**src/dcache_pkg.sv**
```systemverilog
package dcache_pkg;

	// default geometry, the top level may override these per instance
	localparam int ADDR_W     = 32;
	localparam int WAYS       = 2;
	localparam int SETS       = 16;
	localparam int LINE_BYTES = 16;
	localparam int BEATS      = LINE_BYTES / 4;  // 32-bit beats per line
	localparam int WB_DEPTH   = 2;               // also the starting credit count

	// address split: tag | index | offset
	localparam int OFFSET_W = $clog2(LINE_BYTES);
	localparam int INDEX_W  = $clog2(SETS);
	localparam int TAG_W    = ADDR_W - INDEX_W - OFFSET_W;

	typedef logic [LINE_BYTES*8-1:0] line_t;

	typedef struct packed {
		logic [ADDR_W-1:0] addr;
		logic [31:0]       wdata;
		logic [3:0]        strb;
		logic              write;
	} cpu_req_t;

	// what a way shows for the indexed set
	typedef struct packed {
		logic             valid;
		logic             dirty;
		logic [TAG_W-1:0] tag;
		line_t            line;
	} way_entry_t;

	// full entry write into one way
	typedef struct packed {
		logic               en;
		logic [INDEX_W-1:0] index;
		logic [TAG_W-1:0]   tag;
		line_t              line;
		logic               valid;
		logic               dirty;
	} way_wr_t;

	typedef struct packed {
		logic [ADDR_W-1:0] addr;  // line aligned
		line_t             line;
	} wb_entry_t;

	typedef enum logic [2:0] {
		IDLE,
		CHECK,
		EVICT,
		WAIT_WB,
		REFILL,
		DONE
	} ctrl_state_e;

endpackage

```
**src/way_select.sv**
```systemverilog
`timescale 1ns/1ps

module way_select #(
	parameter int WAYS       = dcache_pkg::WAYS,
	parameter int SETS       = dcache_pkg::SETS,
	parameter int LINE_BYTES = dcache_pkg::LINE_BYTES,
	localparam int WAY_W     = (WAYS > 1) ? $clog2(WAYS) : 1,
	localparam int OFFSET_W  = $clog2(LINE_BYTES),
	localparam int INDEX_W   = $clog2(SETS),
	localparam int TAG_W     = dcache_pkg::ADDR_W - INDEX_W - OFFSET_W
) (
	input  logic                   clock,
	input  logic                   reset,
	input  dcache_pkg::way_entry_t entries [WAYS],
	input  dcache_pkg::cpu_req_t   req,
	input  logic                   check,
	output logic                   hit,
	output logic [WAY_W-1:0]       hit_way,
	output logic [31:0]            rdata,
	output logic [WAY_W-1:0]       victim_way,
	output logic                   victim_dirty,
	output logic [TAG_W-1:0]       victim_tag,
	output dcache_pkg::line_t      victim_line
);

	logic [WAY_W-1:0]    rr_q [SETS];  // replacement pointer per set
	logic [TAG_W-1:0]    req_tag;
	logic [INDEX_W-1:0]  index;
	logic [OFFSET_W-3:0] word;
	dcache_pkg::line_t   hit_line;

	assign req_tag = req.addr[dcache_pkg::ADDR_W-1 -: TAG_W];
	assign index   = req.addr[OFFSET_W +: INDEX_W];
	assign word    = req.addr[OFFSET_W-1:2];

	always_comb begin
		hit     = 1'b0;
		hit_way = '0;
		for (int i = 0; i < WAYS; i++) begin
			if (entries[i].valid && entries[i].tag == req_tag) begin
				hit     = 1'b1;
				hit_way = WAY_W'(i);
			end
		end
	end

	assign hit_line = entries[hit_way].line;
	assign rdata    = hit_line[word*32 +: 32];  // whole aligned word

	// lowest invalid way wins, else round robin
	always_comb begin
		victim_way = rr_q[index];
		for (int i = WAYS - 1; i >= 0; i--) begin
			if (!entries[i].valid) begin
				victim_way = WAY_W'(i);
			end
		end
	end

	assign victim_dirty = entries[victim_way].valid && entries[victim_way].dirty;
	assign victim_tag   = entries[victim_way].tag;
	assign victim_line  = entries[victim_way].line;

	always_ff @(posedge clock) begin
		if (reset) begin
			for (int s = 0; s < SETS; s++) begin
				rr_q[s] <= '0;
			end
		end else if (check && !hit) begin
			// step once per missing request
			rr_q[index] <= (rr_q[index] == WAY_W'(WAYS - 1)) ? '0 : rr_q[index] + 1'b1;
		end
	end

endmodule

```
**config.mk**
```make
export PLATFORM = sky130hd
export DESIGN_NAME = way_select
export DESIGN_NICKNAME = d
export VERILOG_FILES = /design/src/dcache_pkg.sv /design/src/way_select.sv
export SDC_FILE = /design/constraint.sdc
export NUM_CORES = 1
export LEC_CHECK = 0
export ABC_CLOCK_PERIOD_IN_PS = 5600
export BUFFER_PORTS_ARGS = -buffer_cell sky130_fd_sc_hd__buf_2
export CAP_MARGIN = 20
export CORE_AREA = 2 2 220 222
export CTS_CLUSTER_DIAMETER = 50
export DETAILED_ROUTE_END_ITERATION = 12
export DIE_AREA = 0 0 222 224
export SYNTH_ARGS = -nofsm -noshare
export SYNTH_HDL_FRONTEND = slang
export SYNTH_SLANG_ARGS = --single-unit
```
**constraint.sdc**
```tcl
create_clock -name clock -period 5.6 [get_ports clock]
set_input_delay 0.56 -clock clock [delete_from_list [all_inputs] [get_ports clock]]
set_output_delay 0.56 -clock clock [all_outputs]
set_load 0.02 [all_outputs]
```
==> results by group <==
STA
  • Max transition margin: 32.7%
  • # setup viols final: 0
  • Max Freq: 235 MHz
  • Fin. Hold Viols: 0
  • Worst-margin pin slew: 1.00 ns
  • Final setup TNS: 0 ns
  • Clk_skew: 0.000623 ns
  • Minimum clock period: between 4 and 5 ns
  • Final Cycle Share: 75.8%
  • Slew Limit Fails: 0
  • RSZ-0062 raised after global routing: no

Clock tree
  • Clk slew on worst S/H paths: about 0.05 ns
  • Clock latency on the worst-skew pair: 0.25 ns
  • CTS Hold Buffers Added: 0
  • Max H-tree Level: 1
  • Sink Count: 16
  • Clock Path Buffers: 2
  • CTS tree: yes
  • Setup bufs post-CTS: 0
  • Cts repair resizes: 0
  • Root buffer cell: clkbuf_16
  • CTS Buf Count: 3

Placed design
  • GP Congestion: 0.905
  • Instance area after placement: 0.00916 sq mm
  • Post-DP HPWL: 26500 microns
  • Buffers added on ports: 528

Route
  • Vias: 7887
  • Iteration-0 DRC Markers: ~410
  • Final wirelength: 32800 microns
  • Post-DRT Antenna Nets: 0
  • Drt wl/cell: 18.6 microns
  • DR DRC count: 0
  • Vias per inst: 4.48
  • Pre-antenna DRT Iters: 5

Synthesis
  • Post-Synth XOR/XNOR Area: 6.96%
  • Post-Syn Nets: 1056
  • Largest family of logic cells by synthesized area: multiplexers
  • Register area share after synthesis: 7.96%
  • Syn_area_per_cell: 8.93 sq um
  • Post-Synthesis Cells: 676
  • #FFs+latches synth: 16
  • Cell Area, Synth: approximately 0.006 sq mm
  • Post-Synth Simple-Gate Area: a little under a quarter
  • Yosys cell types: 31
  • Post-synthesis mux area share: 36.3%
  • Ys Warns: 0
  • Post-synthesis compound-gate area fraction: 18.1%
  • Adder-cell share of the synthesized area: 0%

Pwr
  • Int Power: 0.610 mW
  • Logic pwr share: between 70 and 80%
  • Switch Pwr: between 0.5 and 0.6 mW
  • Seq pwr share: roughly an eighth
  • Leakage: 4.59 nW
  • Sw frac: 46.1%
  • Clk pwr share: 12.4%
  • PwrDens: 122 mW/mm^2
  • Maximum vdd drop: 0.0936 mV

Finish
  • Post-route cell area: around 0.0092 sq mm
  • Layout cells sized above 1: 62.8%
  • Most common cell after layout, fill and taps aside: buf_2
  • Area grow syn2layout: 53.2%
  • Biggest regs: rr_q x16
  • Layout Nets: 1522
  • Largest register FFs: 16
  • Most frequent cells in the layout: 528 x buf_2, 128 x and3_1, 128 x a211oi_1
  • Largest Register: rr_q

Critical path
  • Critical Path, Cell by Cell: buf_2 > xnor2_1 > nand4_1 > nor4_4 > nand2_4 > buf_4 > buf_4 > a211oi_1 > nor4_1 > buf_2
  • Critical path's largest stage delay: 0.65 ns
  • Flop-to-flop setup slack: 3.98 ns
  • Family with the most delay on the worst path: buffers and inverters
  • R2R Path Start: rr_q[12]
  • CP Data Required Time: 5.04 ns
  • R2R cell count: 3
  • Reg2reg end: rr_q[13]
  • Crit path kind: in2out
  • Startpoint Class: input pin
  • CP max-delay cell: buf_4
  • Critical path fanouts, max: 63
  • Bufs and invs on worst path: 4
  • Crit end category: primary output
  • WP data arrival: roughly 3.7 ns

Min path
  • WHS Path Cells: 2
  • Worst Hold Endpoint: rr_q[3]
  • Beginning of the worst hold path: rr_q[2]
  • Path type of the worst min-delay path: reg2reg

Global route
  • First-pass GRT wire length: 46900 microns
  • Initial antenna violation count: 6
  • Gr usage total: 12.2%
  • Largest net degree at the start of global routing: 130
  • GRT overflow: 0
  • Vias in the first global route: 7725

Die
  • Die height: 224 microns
  • Rows: 80
  • Die area: 0.0497 sq mm
  • Initial Util: 12.8%
  • Ports: around 570
  • Die Span X: 222 microns
  • CORE AREA: approximately 0.047 sq mm

Outcome
  • Status: complete, no violations

Run
  • MaxCap Viol Count: 0
## metal layers
metal / global-route usage, % / wire [microns] / up-vias
met4: 5.47 / 1480 / 2
met5: 0 / 13 / -
met3: 1.53 / 2120 / 61
met2: 22.4 / 16500 / 426
met1: 14.0 / 12600 / 3770
li1: - / - / 3628
## cells by family (layout without fill, tap and decap cells)
kind of cell,after synthesis,count (layout)
xor gates and xnor gates,48,48
buffers and inverters,82,547
AOI/OAI and AO/OA,145,145
and+or+nand+nor,221,221
muxes,164,164
DFF,16,16
other,0,5
## metrics by stage
step | worst slack, ns | power (mW) | cells | hold slack, ns | utilization (%)
finish | 1.35 | 1.13 | 1761 | 0.802 | 19.5
global route | 1.10 | 1.19 | 1761 | 0.818 | 19.5
CTS | 1.39 | 1.14 | 1756 | 0.794 | 19.5
detailed placement | 1.40 | 0.991 | 1752 | 0.785 | 19.3
global placement | 1.39 | 0.987 | 1752 | 0.772 | 19.3
floorplan | 2.54 | 0.652 | 676 | 0.753 | -
## worst register-to-register path: cells and delay by family, from the launching register on
kind | cells | cell delay [ns]
and+or+nand+nor | 2 | 0.59
muxes | 1 | 0.49
DFF | 1 | 0.40
## layout make-up
class | instances | area (sq um)
diodes | 5 | 12.5
clock buffers | 3 | 75.1
clock inverters | 1 | 3.75
fillers | 5324 | 38100
inverters | 2 | 7.51
multi-input cells | 578 | 5110
flip-flops and latches | 16 | 480
well taps | 615 | 769
repair buffers | 541 | 2790
## synthesized netlist by cell type
cell type,number,area share [%]
nor2b_1,5,0.52
xnor2_1,48,7.0
buf_12,8,2.7
mux4_2,8,3.0
nand2_1,8,0.50
nand3b_1,3,0.37
nand4_1,10,1.0
a21o_1,6,0.75
and3_1,128,13
nor2_1,3,0.19
nor3_1,4,0.33
buf_2,10,0.83
a211oi_1,128,16
edfxtp_1,16,8.0
or3b_2,2,0.29
mux2i_1,3,0.50
clkbuf_1,53,3.3
nand3_1,3,0.25
nand2b_1,2,0.21
buf_4,9,1.1
nor4_1,40,4.1
or2_2,2,0.21
inv_1,2,0.12
and2_1,6,0.62
nand2_4,1,0.19
nor4_2,1,0.21
nor3b_1,3,0.37
a22o_1,1,0.15
mux2_2,84,16
mux2_4,69,17
o21bai_1,10,1.2
## worst max-delay path by stage
| stage | end | cells after the start | from | slack (ns) |
|---|---|---|---|---|
| floorplan | rdata[10] | 8 | req[51] | 2.54 |
| global placement | rdata[21] | 10 | req[62] | 1.39 |
| detailed placement | rdata[21] | 10 | req[62] | 1.40 |
| CTS | rdata[21] | 10 | req[62] | 1.39 |
| global route | rdata[21] | 10 | req[62] | 1.10 |
| finish | rdata[21] | 10 | req[62] | 1.35 |
## power groups by stage
stage               clock (mW)  combinational [mW]  sequential, mW
detailed placement           0               0.849           0.142
finish                   0.141               0.851           0.140
global route             0.148               0.899           0.140
floorplan                    0               0.511           0.141
CTS                      0.143               0.853           0.140
global placement             0               0.845           0.142
Power figures use the tool's default switching activity.
