`src/dcache_pkg.sv`:
```
package dcache_pkg;

	// default geometry, the top level may override these per instance
	localparam int ADDR_W     = 32;
	localparam int WAYS       = 2;
	localparam int SETS       = 16;
	localparam int LINE_BYTES = 16;
	localparam int BEATS      = LINE_BYTES / 4;  // 32-bit beats per line
	localparam int WB_DEPTH   = 2;               // also the starting credit count

	// address split: tag | index | offset
	localparam int OFFSET_W = $clog2(LINE_BYTES);
	localparam int INDEX_W  = $clog2(SETS);
	localparam int TAG_W    = ADDR_W - INDEX_W - OFFSET_W;

	typedef logic [LINE_BYTES*8-1:0] line_t;

	typedef struct packed {
		logic [ADDR_W-1:0] addr;
		logic [31:0]       wdata;
		logic [3:0]        strb;
		logic              write;
	} cpu_req_t;

	// what a way shows for the indexed set
	typedef struct packed {
		logic             valid;
		logic             dirty;
		logic [TAG_W-1:0] tag;
		line_t            line;
	} way_entry_t;

	// full entry write into one way
	typedef struct packed {
		logic               en;
		logic [INDEX_W-1:0] index;
		logic [TAG_W-1:0]   tag;
		line_t              line;
		logic               valid;
		logic               dirty;
	} way_wr_t;

	typedef struct packed {
		logic [ADDR_W-1:0] addr;  // line aligned
		line_t             line;
	} wb_entry_t;

	typedef enum logic [2:0] {
		IDLE,
		CHECK,
		EVICT,
		WAIT_WB,
		REFILL,
		DONE
	} ctrl_state_e;

endpackage

```
`src/cache_way.sv`:
```
`timescale 1ns/1ps

module cache_way #(
	parameter int SETS = dcache_pkg::SETS,
	localparam int INDEX_W = $clog2(SETS)
) (
	input  logic                   clock,
	input  logic                   reset,
	input  logic [INDEX_W-1:0]     index,
	input  dcache_pkg::way_wr_t    wr,
	input  logic                   wr_sel,
	output dcache_pkg::way_entry_t entry
);

	// state bits per set
	logic [SETS-1:0] valid_q;
	logic [SETS-1:0] dirty_q;

	// tag and data arrays
	logic [dcache_pkg::TAG_W-1:0] tag_mem [SETS];
	dcache_pkg::line_t            line_mem [SETS];

	logic write;

	assign write = wr.en && wr_sel;  // only the selected way takes the write

	always_ff @(posedge clock) begin
		if (reset) begin
			valid_q <= '0;
			dirty_q <= '0;
		end else if (write) begin
			valid_q[wr.index] <= wr.valid;
			dirty_q[wr.index] <= wr.dirty;
		end
	end

	always_ff @(posedge clock) begin
		if (write) begin
			tag_mem[wr.index]  <= wr.tag;
			line_mem[wr.index] <= wr.line;
		end
	end

	// combinational lookup of the indexed set
	always_comb begin
		entry.valid = valid_q[index];
		entry.dirty = dirty_q[index];
		entry.tag   = tag_mem[index];
		entry.line  = line_mem[index];  // tag/line are don't care while invalid
	end

endmodule

```
`config.mk`:
```
export PLATFORM = sky130hd
export DESIGN_NAME = cache_way
export DESIGN_NICKNAME = d
export VERILOG_FILES = /design/src/dcache_pkg.sv /design/src/cache_way.sv
export SDC_FILE = /design/constraint.sdc
export NUM_CORES = 2
export LEC_CHECK = 0
export ABC_AREA = 1
export BUFFER_PORTS_ARGS = -buffer_cell sky130_fd_sc_hd__buf_4
export CAP_MARGIN = 10
export CORE_MARGIN = 2
export CORE_UTILIZATION = 55
export DETAILED_ROUTE_END_ITERATION = 7
export GPL_TIMING_DRIVEN = 1
export PLACE_DENSITY = 0.73
export SYNTH_ARGS = -nofsm -noshare
export SYNTH_HDL_FRONTEND = slang
export SYNTH_SLANG_ARGS = --single-unit
```
`constraint.sdc`:
```
create_clock -name clock -period 16.08 [get_ports clock]
set_clock_uncertainty 0.2 [all_clocks]
set_input_delay 3.216 -clock clock [delete_from_list [all_inputs] [get_ports clock]]
set_output_delay 3.216 -clock clock [all_outputs]
set_load 0.01 [all_outputs]
```
==> results <==
- The number of detailed-routing iterations run before antenna repair is 8.
- The sum of overflow across all layers after global routing is 0.
- The synthesized design contains 2,432 enable-type register cells.
- The dominant combinational cell family by area after synthesis is simple AND/OR/NAND/NOR gates.
- Dividing the detail-routed wire length by the instance count gives 21.59 um.
- Cell internal power was estimated by the tool at 10.35 mW.
- Entering global routing, the biggest net connects 377 pins.
- The die covers 191,000 um2.
- The synthesized netlist devotes 0.08248% of its cell area to compound gates.
- The floorplan row count is 158.
- The part of the total power dissipated in the clock network is 40.1%.
- In this run the most used layer during global routing was met2.
- The initial utilization of the core area, before any placement, comes to 55.51%.
- The number of sinks driven by the clock tree is 2,464.
- The critical-path cell with the highest stage delay is buf_4.
- Of all cell types, the one taking the most synthesized area is edfxtp_1.
- The synthesized design contains 2,464 register bits.
- The critical path is of the input port to primary output type.
- The met3 routing resource usage after global routing is 4.160%.
- The total of endpoints with negative setup slack in the final report is 0.
- In this run switching power makes up 22.48% of total power.
- The number of antenna-violating nets in the routed design is 0.
- The most numerous cell type found on the critical path is nand2_1.
- In the final design database the tool counted 9,582 nets.
- The area share of xor/xnor cells in the synthesized design is 0%.
- The worst register-to-register path begins at valid_q[10].
- The number of synthesis warnings is 0.
- In the routed design, unresolved DRC markers number 0.
- A synthesized cell averages 11.08 um2.
- The post-CTS setup buffer count is 0.
- The pin slew with the least headroom to its limit is 1.385 ns.
- Counting the fill cells in the layout gives 14,263.
- The number of pins with negative max-slew slack in the final report came to 0.
- For hold timing, the worst endpoint is dirty_q[4].
- The net count after synthesis is 9,474.
- The global-route track usage on met1 is 36.99%.
- Counting instances, the worst hold path has a depth of 2.
- Power spread over the standard cell area amounts to 117.3 nW/um2.
- Counting cells, the worst reg-to-reg path comes to 4.
- The highest clock frequency the design can meet is 92.77 MHz.
- The maximum number of buffers from clock root to sink is 3.
- The total design power is 13.35 mW.
- The clock tree synthesis step divided the H-tree into 4 levels.
- The DRC marker count from the first detailed-route iteration is 7,832.
- The number of cells upsized or downsized after cts is 0.
- For the final routed database, the setup TNS stands at 0 ns.
- The library cell with the highest instance count after synthesis is nand2_1.
- After synthesis, flip-flops and latches occupy 71.41% of the total area.
- The startpoint of the most critical hold path is dirty_q[4].
- The routability congestion estimate from global placement is 0.7903.
- The signal on the critical path passes through buf_8 -> buf_4 -> buf_12 -> buf_4 -> nand2_1 -> nand3_1 -> nand3_1 -> nand2_1 -> nand2_1 -> nand2_1 -> buf_4.
- The initial antenna violation count is 36.
- The share of power burned in registers is 53.6%.
- The routed wire length is 261,600 um.
- The number of cells produced by synthesis is 9,308.
- The max capacitance violation total is 0.
- The layout-stage area growth over the synthesis result is 10.26%.
- The clock tree from TritonCTS is done.
- Of all nets on the critical path, the largest fanout is 236.
- The worst register-to-register path ends at valid_q[10].
- Ranked by total cell area, the synthesized netlist is headed by edfxtp_1 (71%), nand2_1 (12%), nand3_1 (8.5%), inv_1 (3.7%), buf_2 (1.2%).
- The critical path data required time is 12.66 ns.
- After floorplanning, the core was sized to cover 185,800 um2.
- The clock insertion delay at the later pin of the skew report is 0.88 ns.
- The chip height is 437.1 um.
- Measured against its own limit, the worst slew margin works out to 7.693%.
- The total via count after detailed routing is 67,407.
- The buffering stage count on the worst path with inverters included is 5.
- STA classifies the critical path startpoint as an input port.
- The hold violation count in the final report was 0.
- Setup repair after global routing left no endpoint under its margin.
- For this design, the CTS-stage hold fixing added 0 buffers.
- The endpoint type of the worst setup path is a primary output.
- In the routed layout, each cell is associated on average with a via count of 5.563.
- The path category of the worst min-delay check is register to register.
- The post-synthesis share of cell area spent on and, or, nand and nor gates is 21.66%.
- The first global-routing pass estimated 392,800 um of wire.
- The biggest cell delay along the critical path is 0.89 ns.
- The time the final worst path needs with I/O delays and setup is 10.78 ns.
- In this run, CTS created clock tree buffers numbering 236.
- The most used flip-flop cell after synthesis is edfxtp_1.
- The share of synthesized cell area in full adder, half adder and majority cells is 0%.
- Counting instances in the post-synthesis netlist gives the leading cell types as nand2_1 (3,396), edfxtp_1 (2,432), nand3_1 (1,748), inv_1 (1,008), buf_2 (242).
- The overall fraction of global-route tracks in use is 27.07%.
- 320 I/O pins were placed.
- The worst-case IR drop observed on VDD is 0.1075 mV.
- On the critical path the largest part of the delay comes from buffers and inverters.
- Of the available clock period, the critical path in the final layout requires 67.04%.
- The fraction of synthesized area in multiplexers is 0%.
- After clock tree synthesis, the clock-pin slew on the worst setup and hold paths is 0.06 ns.
- The die outline width is 437.1 um.
- Of the total power, combinational logic draws 6.4%.
- The cell at the root of the clock tree is clkbuf_16.
- The met2 capacity usage during global routing is 43.79%.
- The flow ran to the end, and the final reports show no timing, DRC or antenna violations.
- The slack of the worst reg-to-reg path is 15.22 ns.
- The analysis attributes to net switching a power of 3.001 mW.
- The count of port buffers added during placement is 319.
- After synthesis, the largest area contributor takes up 70.79% of total cell area.
- The share of flip-flops with an asynchronous set or reset after synthesis is 0%.
- Of the cells placed in the final design, the portion with a size suffix greater than 1 is 8.616%.
- The number of different library cells used by synthesis comes to 23.
- The synthesized netlist occupies a cell area of 103,200 um2.
- After legalization and detailed placement, the total HPWL measured 120,100 um.
- The leakage power total is 45.69 nW.
- The via count of the first global-routing pass is 64,519.
- Data arrives at the worst endpoint at 7.36 ns.
## routing by layer
metal | vias to the layer above | share of wire (%) | wire length [um]
met2 | 3154 | 48 | 125200
met5 | - | 0.051 | 133
li1 | 31171 | - | -
met3 | 493 | 8.5 | 22200
met4 | 22 | 3.5 | 9250
met1 | 32567 | 40 | 104800
## flip-flops by register name (all words and copies together), names as in the netlist
signal and cells:
valid_q 16, tag_mem 384, line_mem 2048, dirty_q 16
## power by group through the flow
stage / Combinational (mW) / Sequential [mW] / Clock [mW]
3_5_place_dp: 0.844 / 7.28 / 0
4_1_cts: 0.849 / 7.15 / 5.40
6_report: 0.851 / 7.15 / 5.35
2_1_floorplan: 0.507 / 7.29 / 0
5_1_grt: 0.932 / 7.15 / 5.65
3_3_place_gp: 0.827 / 7.28 / 0
## worst max path at each step
stage                   from           to  slack (ns)  depth (start not counted)
floorplan            wr[154]  dirty_q[15]        5.37                          5
global placement    index[0]   entry[128]        5.58                         11
detailed placement  index[0]    entry[70]        5.55                         10
CTS                 index[0]    entry[70]        5.54                         10
global route        index[0]    entry[70]        5.18                         10
finish              index[0]   entry[109]        5.30                         11
## stage by stage
stage	utilization (%)	instance area (um2)	std cells	worst slack [ns]	hold slack (ns)
floorplan	-	103200	9308	5.371	0.2293
global placement	57.17	106200	11658	5.581	0.2384
detailed placement	57.17	106200	11658	5.555	0.2453
CTS	61.17	113700	12090	5.543	0.2555
global route	61.20	113700	12112	5.183	0.2811
finish	61.21	113700	12117	5.301	0.2604
## area by class of cell
type | instances | area (um2) | area share (%)
clock inverter | 143 | 1260 | 1.108
antenna | 27 | 67.56 | 0.05940
tap | 2480 | 3103 | 2.728
clock buffer | 289 | 6168 | 5.423
sequential | 2464 | 73670 | 64.77
timing repair buffer | 387 | 3073 | 2.702
multi-input combinational | 5316 | 22430 | 19.72
inverter | 1011 | 3965 | 3.486
## cells by family (layout without fill, tap and decap cells)
family                 after synthesis  after routing
AO/OA/AOI/OAI                       17             17
AND/OR/NAND/NOR                   5299           5299
other                                0             27
buffers and inverters             1528           1830
flip-flops                        2464           2464
## cells in the final DEF (no fill, tap or decap)
| cell type | synthesis | final |
|---|---|---|
| dfxtp_1 | 32 | 32 |
| nand3_2 | 3 | 3 |
| or2_2 | 13 | 13 |
| o21ai_0 | 9 | 9 |
| inv_8 | 0 | 17 |
| buf_12 | 16 | 11 |
| clkinv_2 | 1 | 45 |
| a21oi_1 | 8 | 8 |
| nand2_2 | 83 | 83 |
| nor3_1 | 2 | 2 |
| edfxtp_1 | 2432 | 2432 |
| buf_8 | 8 | 4 |
| bufinv_16 | 0 | 15 |
| diode_2 | 0 | 27 |
| inv_1 | 1008 | 992 |
| nand2_1 | 3396 | 3396 |
| inv_16 | 0 | 6 |
| nand3_1 | 1748 | 1748 |
| clkinv_1 | 0 | 60 |
| clkinvlp_4 | 0 | 5 |
| nor2_1 | 53 | 52 |
| inv_6 | 1 | 2 |
| nor2_4 | 0 | 1 |
| clkinv_16 | 0 | 5 |
| clkbuf_1 | 75 | 50 |
| nand4_1 | 1 | 1 |
| clkinv_8 | 0 | 3 |
| clkinv_4 | 0 | 4 |
| buf_4 | 84 | 372 |
| clkbuf_16 | 0 | 239 |
## tightest hold or removal path, delay by kind of cell (launching register included)
kind                   cells  cell delay (ns)
AOI/OAI and AO/OA          1             0.06
buffers and inverters      1             0.06
DFF                        1             0.29
Power figures use the tool's default switching activity.
