File: src/dcache_pkg.sv
package dcache_pkg;

	// default geometry, the top level may override these per instance
	localparam int ADDR_W     = 32;
	localparam int WAYS       = 2;
	localparam int SETS       = 16;
	localparam int LINE_BYTES = 16;
	localparam int BEATS      = LINE_BYTES / 4;  // 32-bit beats per line
	localparam int WB_DEPTH   = 2;               // also the starting credit count

	// address split: tag | index | offset
	localparam int OFFSET_W = $clog2(LINE_BYTES);
	localparam int INDEX_W  = $clog2(SETS);
	localparam int TAG_W    = ADDR_W - INDEX_W - OFFSET_W;

	typedef logic [LINE_BYTES*8-1:0] line_t;

	typedef struct packed {
		logic [ADDR_W-1:0] addr;
		logic [31:0]       wdata;
		logic [3:0]        strb;
		logic              write;
	} cpu_req_t;

	// what a way shows for the indexed set
	typedef struct packed {
		logic             valid;
		logic             dirty;
		logic [TAG_W-1:0] tag;
		line_t            line;
	} way_entry_t;

	// full entry write into one way
	typedef struct packed {
		logic               en;
		logic [INDEX_W-1:0] index;
		logic [TAG_W-1:0]   tag;
		line_t              line;
		logic               valid;
		logic               dirty;
	} way_wr_t;

	typedef struct packed {
		logic [ADDR_W-1:0] addr;  // line aligned
		line_t             line;
	} wb_entry_t;

	typedef enum logic [2:0] {
		IDLE,
		CHECK,
		EVICT,
		WAIT_WB,
		REFILL,
		DONE
	} ctrl_state_e;

endpackage

File: src/cache_ctrl.sv
`timescale 1ns/1ps

module cache_ctrl #(
	parameter int WAYS       = dcache_pkg::WAYS,
	parameter int SETS       = dcache_pkg::SETS,
	parameter int LINE_BYTES = dcache_pkg::LINE_BYTES,
	parameter int WB_DEPTH   = dcache_pkg::WB_DEPTH,
	localparam int WAY_W     = (WAYS > 1) ? $clog2(WAYS) : 1,
	localparam int OFFSET_W  = $clog2(LINE_BYTES),
	localparam int INDEX_W   = $clog2(SETS),
	localparam int TAG_W     = dcache_pkg::ADDR_W - INDEX_W - OFFSET_W
) (
	input  logic                          clock,
	input  logic                          reset,
	input  logic                          cpu_sel,
	input  dcache_pkg::cpu_req_t          cpu_req,
	output logic                          cpu_ready,
	output logic [31:0]                   cpu_rdata,
	input  logic                          hit,
	input  logic [WAY_W-1:0]              hit_way,
	input  dcache_pkg::line_t             hit_entry_line,
	input  logic [31:0]                   rdata,
	input  logic [WAY_W-1:0]              victim_way,
	input  logic                          victim_dirty,
	input  logic [TAG_W-1:0]              victim_tag,
	input  dcache_pkg::line_t             victim_line,
	output logic [INDEX_W-1:0]            lookup_index,
	output logic                          check,
	output dcache_pkg::way_wr_t           way_wr,
	output logic [WAYS-1:0]               way_wr_sel,
	output logic                          wb_push,
	output dcache_pkg::wb_entry_t         wb_entry,
	input  logic                          wb_credit,
	output logic                          mem_rd_req,
	output logic [dcache_pkg::ADDR_W-1:0] mem_rd_addr,
	input  logic                          mem_rd_valid,
	input  logic                          mem_rd_last,
	input  logic [31:0]                   mem_rd_data
);

	localparam int LINE_W = LINE_BYTES * 8;
	localparam int CNT_W  = $clog2(WB_DEPTH + 1);

	dcache_pkg::ctrl_state_e state_q;
	dcache_pkg::ctrl_state_e state_d;

	logic [CNT_W-1:0]    credit_q;
	logic                credits_full;
	logic [TAG_W-1:0]    req_tag;
	logic [OFFSET_W-3:0] word;
	logic                last_beat;

	// victim captured at the miss, the selector moves on afterwards
	logic [WAY_W-1:0]  victim_way_q;
	logic [TAG_W-1:0]  victim_tag_q;
	dcache_pkg::line_t victim_line_q;

	dcache_pkg::line_t refill_q;
	dcache_pkg::line_t fill_line;

	// byte merge of the store word into a line
	function automatic dcache_pkg::line_t merge_store(
		input dcache_pkg::line_t   line,
		input logic [OFFSET_W-3:0] wsel,
		input logic [31:0]         wdata,
		input logic [3:0]          strb
	);
		dcache_pkg::line_t merged;
		merged = line;
		for (int b = 0; b < 4; b++) begin
			if (strb[b]) begin
				merged[wsel*32 + b*8 +: 8] = wdata[b*8 +: 8];
			end
		end
		return merged;
	endfunction

	assign req_tag      = cpu_req.addr[dcache_pkg::ADDR_W-1 -: TAG_W];
	assign lookup_index = cpu_req.addr[OFFSET_W +: INDEX_W];
	assign word         = cpu_req.addr[OFFSET_W-1:2];
	assign check        = (state_q == dcache_pkg::CHECK);
	assign last_beat    = mem_rd_valid && mem_rd_last;
	assign credits_full = (credit_q == CNT_W'(WB_DEPTH));  // write buffer drained

	// beats arrive lowest address first
	assign fill_line = {mem_rd_data, refill_q[LINE_W-1:32]};

	always_ff @(posedge clock) begin
		if (reset) begin
			state_q <= dcache_pkg::IDLE;
		end else begin
			state_q <= state_d;
		end
	end

	always_comb begin
		state_d = state_q;
		case (state_q)
			dcache_pkg::IDLE: begin
				if (cpu_sel) begin
					state_d = dcache_pkg::CHECK;
				end
			end
			dcache_pkg::CHECK: begin
				if (hit) begin
					state_d = dcache_pkg::IDLE;
				end else if (victim_dirty) begin
					state_d = dcache_pkg::EVICT;
				end else begin
					state_d = dcache_pkg::WAIT_WB;
				end
			end
			dcache_pkg::EVICT: begin
				if (wb_push) begin
					state_d = dcache_pkg::WAIT_WB;
				end
			end
			dcache_pkg::WAIT_WB: begin
				if (credits_full) begin
					state_d = dcache_pkg::REFILL;
				end
			end
			dcache_pkg::REFILL: begin
				if (last_beat) begin
					state_d = dcache_pkg::DONE;
				end
			end
			default: begin
				state_d = dcache_pkg::IDLE;  // DONE
			end
		endcase
	end

	always_ff @(posedge clock) begin
		if (check && !hit) begin
			victim_way_q  <= victim_way;
			victim_tag_q  <= victim_tag;
			victim_line_q <= victim_line;
		end
		if (state_q == dcache_pkg::REFILL && mem_rd_valid) begin
			refill_q <= fill_line;
		end
	end

	// one credit per buffer slot
	always_ff @(posedge clock) begin
		if (reset) begin
			credit_q <= CNT_W'(WB_DEPTH);
		end else begin
			credit_q <= credit_q - CNT_W'(wb_push) + CNT_W'(wb_credit);
		end
	end

	assign wb_push       = (state_q == dcache_pkg::EVICT) && (credit_q != '0);
	assign wb_entry.addr = {victim_tag_q, lookup_index, {OFFSET_W{1'b0}}};
	assign wb_entry.line = victim_line_q;

	assign mem_rd_req  = (state_q == dcache_pkg::WAIT_WB) && credits_full;
	assign mem_rd_addr = {cpu_req.addr[dcache_pkg::ADDR_W-1:OFFSET_W], {OFFSET_W{1'b0}}};

	// store hit in CHECK, line install on the last refill beat
	always_comb begin
		way_wr       = '0;
		way_wr_sel   = '0;
		way_wr.index = lookup_index;
		way_wr.tag   = req_tag;
		way_wr.valid = 1'b1;
		if (check && hit && cpu_req.write) begin
			way_wr.en           = 1'b1;
			way_wr.line         = merge_store(hit_entry_line, word, cpu_req.wdata, cpu_req.strb);
			way_wr.dirty        = 1'b1;
			way_wr_sel[hit_way] = 1'b1;
		end else if (state_q == dcache_pkg::REFILL && last_beat) begin
			way_wr.en   = 1'b1;
			way_wr.line = cpu_req.write ?
				merge_store(fill_line, word, cpu_req.wdata, cpu_req.strb) : fill_line;
			way_wr.dirty             = cpu_req.write;
			way_wr_sel[victim_way_q] = 1'b1;
		end
	end

	// in DONE the installed line hits, so the selector word is the answer
	assign cpu_ready = (check && hit) || (state_q == dcache_pkg::DONE);
	assign cpu_rdata = rdata;

endmodule

File: config.mk
export PLATFORM = sky130hd
export DESIGN_NAME = cache_ctrl
export DESIGN_NICKNAME = d
export VERILOG_FILES = /design/src/dcache_pkg.sv /design/src/cache_ctrl.sv
export SDC_FILE = /design/constraint.sdc
export NUM_CORES = 1
export LEC_CHECK = 0
export BUFFER_PORTS_ARGS = -buffer_cell sky130_fd_sc_hd__buf_2
export CORE_AREA = 2 2 319 321
export DETAILED_ROUTE_END_ITERATION = 8
export DIE_AREA = 0 0 321 323
export PLACE_DENSITY = 0.36
export SYNTH_ARGS = -nofsm -noshare
export SYNTH_HDL_FRONTEND = slang
export SYNTH_SLANG_ARGS = --single-unit
File: constraint.sdc
create_clock -name clock -period 17.55 [get_ports clock]
set_clock_uncertainty 0.15 [all_clocks]
set_input_delay 1.755 -clock clock [delete_from_list [all_inputs] [get_ports clock]]
set_output_delay 1.755 -clock clock [all_outputs]
set_load 0.03 [all_outputs]
==> flow_summary.yaml <==
status:
  status: "complete, no violations"
pwr:
  power_frac_seq: 0.427
  p_int_mw: 1.16
  peakVddDrop_mv: 0.0643
  power.switching_uw: 487
  p_total_mw: 1.65
  leakagePower_nw: 7.44
  swShare: 0.295
  p_clk_frac: 0.412
  power_density_nw_per_um2: 88.2
  p_comb_frac: 0.162
worst_setup_path:
  critPathRequiredTime_ns: 15.65
  crit_path_end_kind: "output port"
  crit_type: "primary input to output port"
  cp_max_fo: 53
  worst_setup_path_start_kind: "primary input"
  arrival_ns: 4.76
grt:
  grt_pass1_wl_um: 97900
  grt_usage: 0.134
  grt_max_degree: 136
  grt_pass1_vias: 12100
  grt_antenna_before_repair: 49
  grt-ovfl-total: 0
layout:
  fin_cells: 2920
  seq_area_um2: 7580
  fin_nets: 2003
  area.growth.synth_to_final_pct: 35.1
  multiInputGateArea_um2: 4990
  nFillCells: 11200
  final_cell_mix: "646 x buf_2, 249 x edfxtp_1, 192 x mux2i_1"
  layout_commonest_cell: "buf_2"
  drive_above_1_share: 0.465
place:
  dpl.hpwl_um: 57200
  gp_congestion: 0.799
  port_buffers: 648
  numPlacedInstances: 2846
logic_synthesis:
  synth_cells: 1071
  synth_top_cell_by_area: "edfxtp_1"
  postSynth.asyncResetShare: 0
  synth_edf_count: 249
  synth_top_area_share: 0.541
  synth_top_cells_by_area: "edfxtp_1 54%, mux2i_1 14%, buf_4 5.9%"
  synth_warnings: 0
  syn_area_um2: 13800
  yosysUniqueCellTypes: 48
  synth_flop_cell: "edfxtp_1"
  ys_seq_area_frac: 0.548
  ys_seq_elements: 254
  syn_area_per_cell_um2: 12.9
floorplan:
  initial_core_util: 0.137
  core_um2: 101000
  die_area_um2: 104000
  row_count: 117
  die_h_um: 323
  pin_count: 816
  die_x_um: 321
drt:
  via_per_inst: 4.01
  wl_per_cell_um: 25.3
  drt_iter0_drc: 736
  vias: 11700
  ant_nets: 0
  wirelength_um: 73800
  remaining_drc_errors: 0
  first_pass_iters: 6
hold_path:
  hp-class: "register to register"
sta:
  fin_crit_sh: 0.380
  finalHoldViolations: 0
  slew_viol_final: 0
  rsz0062_at_grt: "false"
  finalSetupViolations: 0
  period_needed_ns: 6.66
  max_freq_mhz: 150
  holdWs_ns: 0.298
  tightest_slew_ns: 1.06
  slew-limit-headroom: 0.287
  finalSetupTns_ns: 0
cts:
  path_clk_slew_ns: 0.06
  clock-sinks: 254
  cts_buffer_depth: 3
  htreeDepth: 2
  cts-hold-fix-buffers: 0
  insertion_delay_ns: 0.57
  cts_resized: 0
  root_buffer: "clkbuf_16"
  cts_tree: "built"
  cts_setup_buffers: 0
  cts_made_buffers: 34
job:
  maxCapViolations: 0
-- critical path: stages --
cell	delay, ns
buf_4	0.49
inv_1	0.18
ha_1	0.59
nor3b_4	0.60
nand4_2	0.34
o221ai_1	0.44
buf_2	0.31
-- metal layers --
layer | wire length (um) | track usage
met5 | 409 | 0
met2 | 36400 | 0.236
met4 | 3060 | 0.0530
met1 | 26500 | 0.140
met3 | 7440 | 0.0594
-- worst paths after layout --
path	startpoint	depth (start not counted)	slack, ns	to
hold / removal	refill_q[80]	0	0.30	refill_q[48]
setup / recovery	cpu_req[39]	7	10.89	way_wr[71]
setup reg to reg	state_q[0]	3	14.64	victim_tag_q[19]
hold reg to reg	refill_q[80]	0	0.30	refill_q[48]
-- registers in the layout, summed over array words and instances, names as in the netlist --
| register | flops |
|---|---|
| refill_q | 96 |
| state_q | 3 |
| victim_way_q | 1 |
| credit_q | 2 |
| victim_tag_q | 24 |
| victim_line_q | 128 |
-- power groups by stage --
stage	clock [mW]	combinational [mW]	sequential (mW)
6_report	0.678	0.267	0.703
3_3_place_gp	0	0.271	0.715
2_1_floorplan	0	0.150	0.758
5_1_grt	0.729	0.284	0.705
3_5_place_dp	0	0.273	0.716
4_1_cts	0.713	0.274	0.703
-- cells in the mapped netlist (2+ instances only) --
| master | count |
|---|---|
| nor2_1 | 5 |
| nand4_1 | 36 |
| nor3b_2 | 2 |
| ha_1 | 7 |
| o211ai_1 | 14 |
| buf_6 | 6 |
| and2_1 | 21 |
| o22ai_2 | 9 |
| nand2b_1 | 3 |
| dfxtp_1 | 5 |
| edfxtp_1 | 249 |
| nor2b_1 | 5 |
| nand2_1 | 6 |
| nor3b_1 | 25 |
| o22ai_1 | 98 |
| clkbuf_2 | 14 |
| buf_1 | 3 |
| and3_1 | 36 |
| inv_1 | 13 |
| and3b_1 | 48 |
| buf_4 | 108 |
| nand3_1 | 6 |
| mux2i_1 | 192 |
| buf_2 | 38 |
| and4b_1 | 2 |
| conb_1 | 2 |
| a22oi_1 | 16 |
| o221ai_1 | 8 |
| a32oi_1 | 27 |
| nor4bb_1 | 2 |
| and3_2 | 17 |
| clkbuf_1 | 32 |
-- area by class of cell --
class	instances	share of cell area
multi-input combinational	610	0.267
antenna	13	0.00174
tap	1309	0.0877
clock buffer	42	0.0483
timing repair buffer	660	0.179
clock inverter	19	0.00730
inverter	13	0.00261
sequential	254	0.406
-- through the flow --
step / utilization / worst slack [ns] / cell area [um^2]
floorplan: - / 8.17 / 13900
global placement: 0.175 / 10.70 / 17600
detailed placement: 0.175 / 10.66 / 17600
CTS: 0.185 / 10.66 / 18600
global route: 0.185 / 10.57 / 18700
finish: 0.185 / 10.89 / 18700
-- cell families after synthesis --
kind of cell               Yosys count  share of synthesized area
AOI/OAI and AO/OA                  178                     0.0949
xor gates and xnor gates             2                    0.00127
adders and majority gates            7                    0.00633
buffers and inverters              214                     0.0953
DFF                                254                      0.548
muxes                              192                      0.139
other                                2                   0.000543
and+or+nand+nor                    222                      0.115
(Power assumes the default switching activity.)
