==> src/dcache_pkg.sv <==
package dcache_pkg;

	// default geometry, the top level may override these per instance
	localparam int ADDR_W     = 32;
	localparam int WAYS       = 2;
	localparam int SETS       = 16;
	localparam int LINE_BYTES = 16;
	localparam int BEATS      = LINE_BYTES / 4;  // 32-bit beats per line
	localparam int WB_DEPTH   = 2;               // also the starting credit count

	// address split: tag | index | offset
	localparam int OFFSET_W = $clog2(LINE_BYTES);
	localparam int INDEX_W  = $clog2(SETS);
	localparam int TAG_W    = ADDR_W - INDEX_W - OFFSET_W;

	typedef logic [LINE_BYTES*8-1:0] line_t;

	typedef struct packed {
		logic [ADDR_W-1:0] addr;
		logic [31:0]       wdata;
		logic [3:0]        strb;
		logic              write;
	} cpu_req_t;

	// what a way shows for the indexed set
	typedef struct packed {
		logic             valid;
		logic             dirty;
		logic [TAG_W-1:0] tag;
		line_t            line;
	} way_entry_t;

	// full entry write into one way
	typedef struct packed {
		logic               en;
		logic [INDEX_W-1:0] index;
		logic [TAG_W-1:0]   tag;
		line_t              line;
		logic               valid;
		logic               dirty;
	} way_wr_t;

	typedef struct packed {
		logic [ADDR_W-1:0] addr;  // line aligned
		line_t             line;
	} wb_entry_t;

	typedef enum logic [2:0] {
		IDLE,
		CHECK,
		EVICT,
		WAIT_WB,
		REFILL,
		DONE
	} ctrl_state_e;

endpackage

==> src/write_buffer.sv <==
`timescale 1ns/1ps

module write_buffer #(
	parameter int WB_DEPTH = dcache_pkg::WB_DEPTH,
	localparam int PTR_W   = (WB_DEPTH > 1) ? $clog2(WB_DEPTH) : 1,
	localparam int CNT_W   = $clog2(WB_DEPTH + 1)
) (
	input  logic                  clock,
	input  logic                  reset,
	input  logic                  push,
	input  dcache_pkg::wb_entry_t push_entry,
	output logic                  credit,
	output logic                  mem_wr_valid,
	input  logic                  mem_wr_ready,
	output dcache_pkg::wb_entry_t mem_wr_entry
);

	dcache_pkg::wb_entry_t fifo_mem [WB_DEPTH];

	logic [PTR_W-1:0] wr_ptr_q;
	logic [PTR_W-1:0] rd_ptr_q;
	logic [CNT_W-1:0] count_q;
	logic             pop;
	logic             credit_q;

	// wrap for any depth, not just powers of two
	function automatic logic [PTR_W-1:0] ptr_inc(input logic [PTR_W-1:0] ptr);
		if (ptr == PTR_W'(WB_DEPTH - 1)) begin
			return '0;
		end
		return ptr + 1'b1;
	endfunction

	assign mem_wr_valid = (count_q != '0);
	assign pop          = mem_wr_valid && mem_wr_ready;  // memory took the head
	assign mem_wr_entry = fifo_mem[rd_ptr_q];

	always_ff @(posedge clock) begin
		if (push) begin
			fifo_mem[wr_ptr_q] <= push_entry;  // credits guarantee a free slot
		end
	end

	always_ff @(posedge clock) begin
		if (reset) begin
			wr_ptr_q <= '0;
			rd_ptr_q <= '0;
			count_q  <= '0;
			credit_q <= 1'b0;
		end else begin
			if (push) begin
				wr_ptr_q <= ptr_inc(wr_ptr_q);
			end
			if (pop) begin
				rd_ptr_q <= ptr_inc(rd_ptr_q);
			end
			count_q  <= count_q + CNT_W'(push) - CNT_W'(pop);
			credit_q <= pop;  // credit goes back a cycle after the handshake
		end
	end

	assign credit = credit_q;

endmodule

==> config.mk <==
export PLATFORM = sky130hd
export DESIGN_NAME = write_buffer
export DESIGN_NICKNAME = d
export VERILOG_FILES = /design/src/dcache_pkg.sv /design/src/write_buffer.sv
export SDC_FILE = /design/constraint.sdc
export NUM_CORES = 1
export LEC_CHECK = 0
export ABC_CLOCK_PERIOD_IN_PS = 9000
export BUFFER_PORTS_ARGS = -buffer_cell sky130_fd_sc_hd__clkbuf_2
export CORE_UTILIZATION = 32
export CTS_BUF_LIST = sky130_fd_sc_hd__clkbuf_16
export CTS_CLUSTER_DIAMETER = 120
export DETAILED_ROUTE_END_ITERATION = 7
export PLACE_DENSITY = 0.53
export SYNTH_ARGS = -nofsm -noshare
export SYNTH_HDL_FRONTEND = slang
export SYNTH_SLANG_ARGS = --single-unit
==> constraint.sdc <==
create_clock -name clock -period 9 [get_ports clock]
set_input_delay 1.35 -clock clock [delete_from_list [all_inputs] [get_ports clock]]
set_output_delay 1.35 -clock clock [all_outputs]
set_load 0.05 [all_outputs]
==> results_dict.tcl, run 1 <==
set metrics [dict create \
    status "complete, no violations" \
    fp.dieArea_um2 39000 \
    critPathTopFamily "buffers and inverters" \
    switchingPower_mw 1.45 \
    routed_wl_mm 24.0 \
    rows 71 \
    cts_tree "built" \
    post_synth_xor_area_fraction_pct 0.256 \
    vias 6007 \
    synth_top_cells_by_count "edfxtp_1, mux2_4, mux2_2" \
    p_leak_nw 6.03 \
    clock-sinks 326 \
    dr.first_iter.drc_count 234 \
    final_nets 1041 \
    cts_hold_buf 0 \
    p_int_mw 2.98 \
    wl_per_cell_um 17.1 \
    cp.required_ns 7.65 \
    synth_top_family_by_area "multiplexers" \
    port_buffers 325 \
    gp_congestion 0.688 \
    fin_crit_ns 4.40 \
    fin_crit_sh_pct 48.9 \
    synth_seq_cells 326 \
    rsz0062_at_grt "false" \
    p_clk_share_pct 30.6 \
    cellPowerDensity_nw_per_um2 286 \
    grt_pass1_wl_mm 35.5 \
    synth_top_flop_cell "edfxtp_1" \
    crit_arrival_ns 3.05 \
    synth_top_cell_by_area "edfxtp_1" \
    slew_headroom_pct 27.7 \
    syn-mean-instance-area_um2 23.4 \
    pin_count 326 \
    yosysWarnings 0 \
    cts.htree.levels 2 \
    path_max_fanout 52 \
    max_cap_viol_count 0 \
    synth_most_common_cell "edfxtp_1" \
    cp.buffers_inverters 3 \
    ant_nets 0 \
    critPathSlowestCell "buf_4" \
    dp.cells 1348 \
    pwr-share-comb_pct 28.6 \
    core_area_um2 37600 \
    seq_area_frac_synth_pct 79.7 \
    slew_violations 0 \
    num_antenna_cells 0 \
    layout-drive-gt1-share_pct 60.8 \
    max_clock_freq_ghz 0.227 \
    synthSimpleGateAreaFrac_pct 0.400 \
    syn2layout_area_growth_pct 26.7 \
    vias_per_cell 4.26 \
    p_total_mw 4.43 \
    ir_drop_v 0.000164 \
    hold_class "reg -> reg" \
    post-cts-setup-buffer-count 0 \
    clkSlewWorstSetupHoldPaths_ns 0.06 \
    start_util_pct 32.5 \
    crit_path_cell_trace "buf_4 -> buf_4 -> mux2_4 -> clkbuf_2" \
    firstDrtPassIters 5 \
    cts.repair.resized 0 \
    cts_made_buffers 36 \
    yosys.area_share.adder_pct 0.205 \
    dp_hpwl_mm 16.0 \
    final_core_util_pct 41.2 \
    synthesis.area_um2 12200 \
    synth_compound_area_share_pct 0.0615 \
    fin_setup_tns_ns 0 \
    first_global_vias 6188 \
    syn_nets 688 \
    muxShareOfSynthArea_pct 18.0 \
    cpMostUsedCell "buf_4" \
    yosys-top-cells-area "edfxtp_1, mux2_4, mux2_2" \
    antenna_found_initial 0 \
    die_height_um 197 \
    drc 0 \
    fin_cells 1410 \
    ys_async_sr_fraction_pct 0 \
    design_area_um2 15500 \
    setup_slack_ns 4.60 \
    finalSetupViolations 0 \
    die_x_um 197 \
    synth_cell_type_count 15 \
    synth_top_area_share_pct 78.7 \
    hold_ws_ns 0.600 \
    track_usage_pct 12.1 \
    netlist_instances 522 \
    grt_max_degree 67 \
    post-place-ws_ns 5.08 \
    overflow 0 \
    cts_buffer_depth 3 \
    placed_area_um2 14400 \
    skew_ns 0.0153 \
    synth_edf_count 320 \
    cts_root_buf "clkbuf_16" \
    cp-end-kind "output pin" \
    crit_path_max_incr_delay_ns 0.75 \
    worstSetupPathType "reg -> out" \
    worst_pin_slew_ns 1.08 \
    swShare_pct 32.8 \
    clock_latency_ns 0.51 \
    setup.worst_path.start_class "flop" \
    power.share.sequential_pct 40.9 \
    hold_viol_final 0 \
]
## placed cells by master, fill, tap and decap left out, drive strengths merged, types with 2 or more instances in the layout
cell,synthesis,routed
nor2,3,3
mux2,162,162
edfxtp,320,320
buf,18,8
ha,2,2
clkinv,0,14
clkbuf,0,362
dfxtp,6,6
inv,2,10
nor2b,4,4
bufinv,0,2
## metal layers
layer	global-route usage, %	up-vias	part of all wire (%)
li1	-	2784	-
met4	4.54	0	2.8
met1	14.5	2967	41
met5	0	-	0
met3	4.56	40	8.7
met2	19.7	216	48
## power by group through the flow
| stage | Clock, mW | Combinational (mW) | Sequential [mW] |
|---|---|---|---|
| 2_1_floorplan | 0 | 1.05 | 1.85 |
| 3_3_place_gp | 0 | 1.28 | 1.84 |
| 3_5_place_dp | 0 | 1.28 | 1.84 |
| 4_1_cts | 1.40 | 1.29 | 1.81 |
| 5_1_grt | 1.45 | 1.33 | 1.82 |
| 6_report | 1.35 | 1.27 | 1.81 |
## final cells by class
class                           instances  area, µm²
Clock inverter                         25        164
Timing Repair Buffer                  333       1690
Sequential cell                       326       9730
Fill cell                            3435      22100
Clock buffer                           37        926
Inverter                                2       7.51
Tap cell                              511        639
Multi-Input combinational cell        176       2320
## flip-flops by register name, summed over array words and instances (netlist names), named ones only
| signal | count |
|---|---|
| wr_ptr_q | 1 |
| count_q | 2 |
| credit | 1 |
| rd_ptr_q | 1 |
| fifo_mem | 320 |
## worst register-to-register path: cells and delay by family, from the launching register on
kind          cells  cell delay (ns)
buf+inv           1             0.81
flops             1             0.40
simple gates      1             0.64
## worst paths after layout
| kind | startpoint | endpoint | slack, ns | depth (start not counted) |
|---|---|---|---|---|
| worst min register to register | wr_ptr_q | wr_ptr_q | 0.60 | 2 |
| worst min-delay path | wr_ptr_q | wr_ptr_q | 0.60 | 2 |
| worst max-delay path | flop | mem_wr_entry[86] | 4.60 | 4 |
| worst max register to register | wr_ptr_q | fifo_mem[1][114] | 6.67 | 2 |
## kinds of logic (layout without fill, tap and decap cells)
kind of cell | Yosys count | after routing
xor gates and xnor gates | 2 | 2
muxes | 162 | 162
and+or+nand+nor | 9 | 9
DFF | 326 | 326
AOI/OAI and AO/OA | 1 | 1
adders and majority gates | 2 | 2
buffers and inverters | 20 | 397
Note: power is estimated with default switching activity, not from simulation.
==> run 2: changes to the inputs <==
Settings changed: ABC_CLOCK_PERIOD_IN_PS 9000 to 3700.
Clock period 9 ns to 3.7 ns, I/O delays scaled along.
==> results_dict.tcl, run 2 (synthesis gave the netlist of run 1 again) <==
set metrics [dict create \
    final_cell_mix "clkbuf_2, edfxtp_1, mux2_4" \
    path_max_fanout 30 \
    gp_congestion 0.709 \
    cts_root_buf "clkbuf_16" \
    vias_per_cell 4.26 \
    cp.required_ns 3.14 \
    finalSetupViolations 0 \
    final_nets 1043 \
    core_area_um2 37600 \
    cellPowerDensity_nw_per_um2 721 \
    grt_max_degree 94 \
    regMostFlops "fifo_mem" \
    slew_violations 0 \
    layout-drive-gt1-share_pct 61.6 \
    crit_path_max_incr_delay_ns 0.47 \
    cts.htree.levels 2 \
    cp-end-kind "output pin" \
    status "complete, no violations" \
    firstDrtPassIters 4 \
    rows 71 \
    ir_drop_v 0.000441 \
    rsz0062_at_grt "false" \
    clkSlewWorstSetupHoldPaths_ns 0.06 \
    p_leak_nw 6.14 \
    num_antenna_cells 0 \
    largest_reg_flops 320 \
    cts_hold_buf 0 \
    clock_latency_ns 0.53 \
    first_global_vias 6211 \
    fin_crit_ns 2.63 \
    max_cap_viol_count 0 \
    cts_tree "built" \
    hold_ws_ns 0.207 \
    grt_pass1_wl_mm 35.5 \
    overflow 0 \
    critPathTopFamily "buffers and inverters" \
    gr-usage-met2_pct 19.4 \
    fp.dieArea_um2 39000 \
    antenna_found_initial 1 \
    fin_setup_tns_ns 0 \
    track_usage_pct 12.2 \
    cp.buffers_inverters 2 \
    layout_commonest_cell "clkbuf_2" \
    fin_cells 1418 \
    slew_headroom_pct 36.5 \
    final_core_util_pct 42.0 \
    skew_ns 0.0102 \
    cts.repair.resized 0 \
    grt_use_met3_pct 4.51 \
    crit_arrival_ns 2.08 \
    cts_buffer_depth 3 \
    cts_made_buffers 38 \
    worstSetupPathType "reg -> out" \
    drc 0 \
    worst_pin_slew_ns 0.953 \
    met1_usage_pct 14.7 \
    dr.first_iter.drc_count 235 \
    dp.cells 1348 \
    post-cts-setup-buffer-count 0 \
    setup_slack_ns 1.07 \
    dp_hpwl_mm 15.7 \
    grt.busiest_layer "met2" \
    routed_wl_mm 24.4 \
    max_clock_freq_ghz 0.380 \
    setup.worst_path.start_class "flop" \
    clock-sinks 326 \
    fin_crit_sh_pct 71.1 \
    die_x_um 197 \
    hold_viol_final 0 \
    reg_top3 "fifo_mem (320), count_q (2)" \
    start_util_pct 32.5 \
    syn2layout_area_growth_pct 29.2 \
    vias 6034 \
    pin_count 326 \
    hold_class "in -> reg" \
    crit_path_cell_trace "buf_4 -> mux2_2 -> clkbuf_2" \
    post-place-ws_ns 1.57 \
    port_buffers 325 \
    critPathSlowestCell "buf_4" \
    wl_per_cell_um 17.2 \
    ant_nets 0 \
    die_height_um 197 \
]
## run 2: cell type report
class / count / area (µm²)
fill: 3391 / 21800
sequential: 326 / 9730
multi-input combinational: 176 / 2320
timing repair buffer: 333 / 1750
clock buffer: 41 / 1030
tap: 511 / 639
clock inverter: 29 / 304
inverter: 2 / 7.51
## run 2: path summary, 6_finish.rpt
path,startpoint,slack [ns],depth (start not counted),end
worst min-delay path,push_entry[155],0.21,1,fifo_mem[0][155]
worst max-delay path,flop,1.07,3,mem_wr_entry[156]
worst max register to register,wr_ptr_q,2.03,2,fifo_mem[0][67]
worst min register to register,wr_ptr_q,0.59,2,wr_ptr_q
## run 2: layer usage
layer | vias up | routed length [µm] | part of all wire (%)
li1 | 2806 | - | -
met1 | 2940 | 10000 | 41
met2 | 236 | 11600 | 47
met3 | 50 | 2090 | 8.6
met4 | 2 | 661 | 2.7
met5 | - | 16 | 0.066
## run 2: power breakdown
group          internal [mW]  switching (mW)
clock network           2.43            1.46
registers               4.33          0.0669
logic                  0.979            2.12
## run 2: per-stage QoR
| stage | power [mW] | instance area [µm²] |
|---|---|---|
| finish | 11.4 | 15800 |
| global route | 11.8 | 15800 |
| CTS | 11.6 | 15800 |
| detailed placement | 7.62 | 14500 |
| global placement | 7.60 | 14500 |
| floorplan | 7.01 | 12200 |
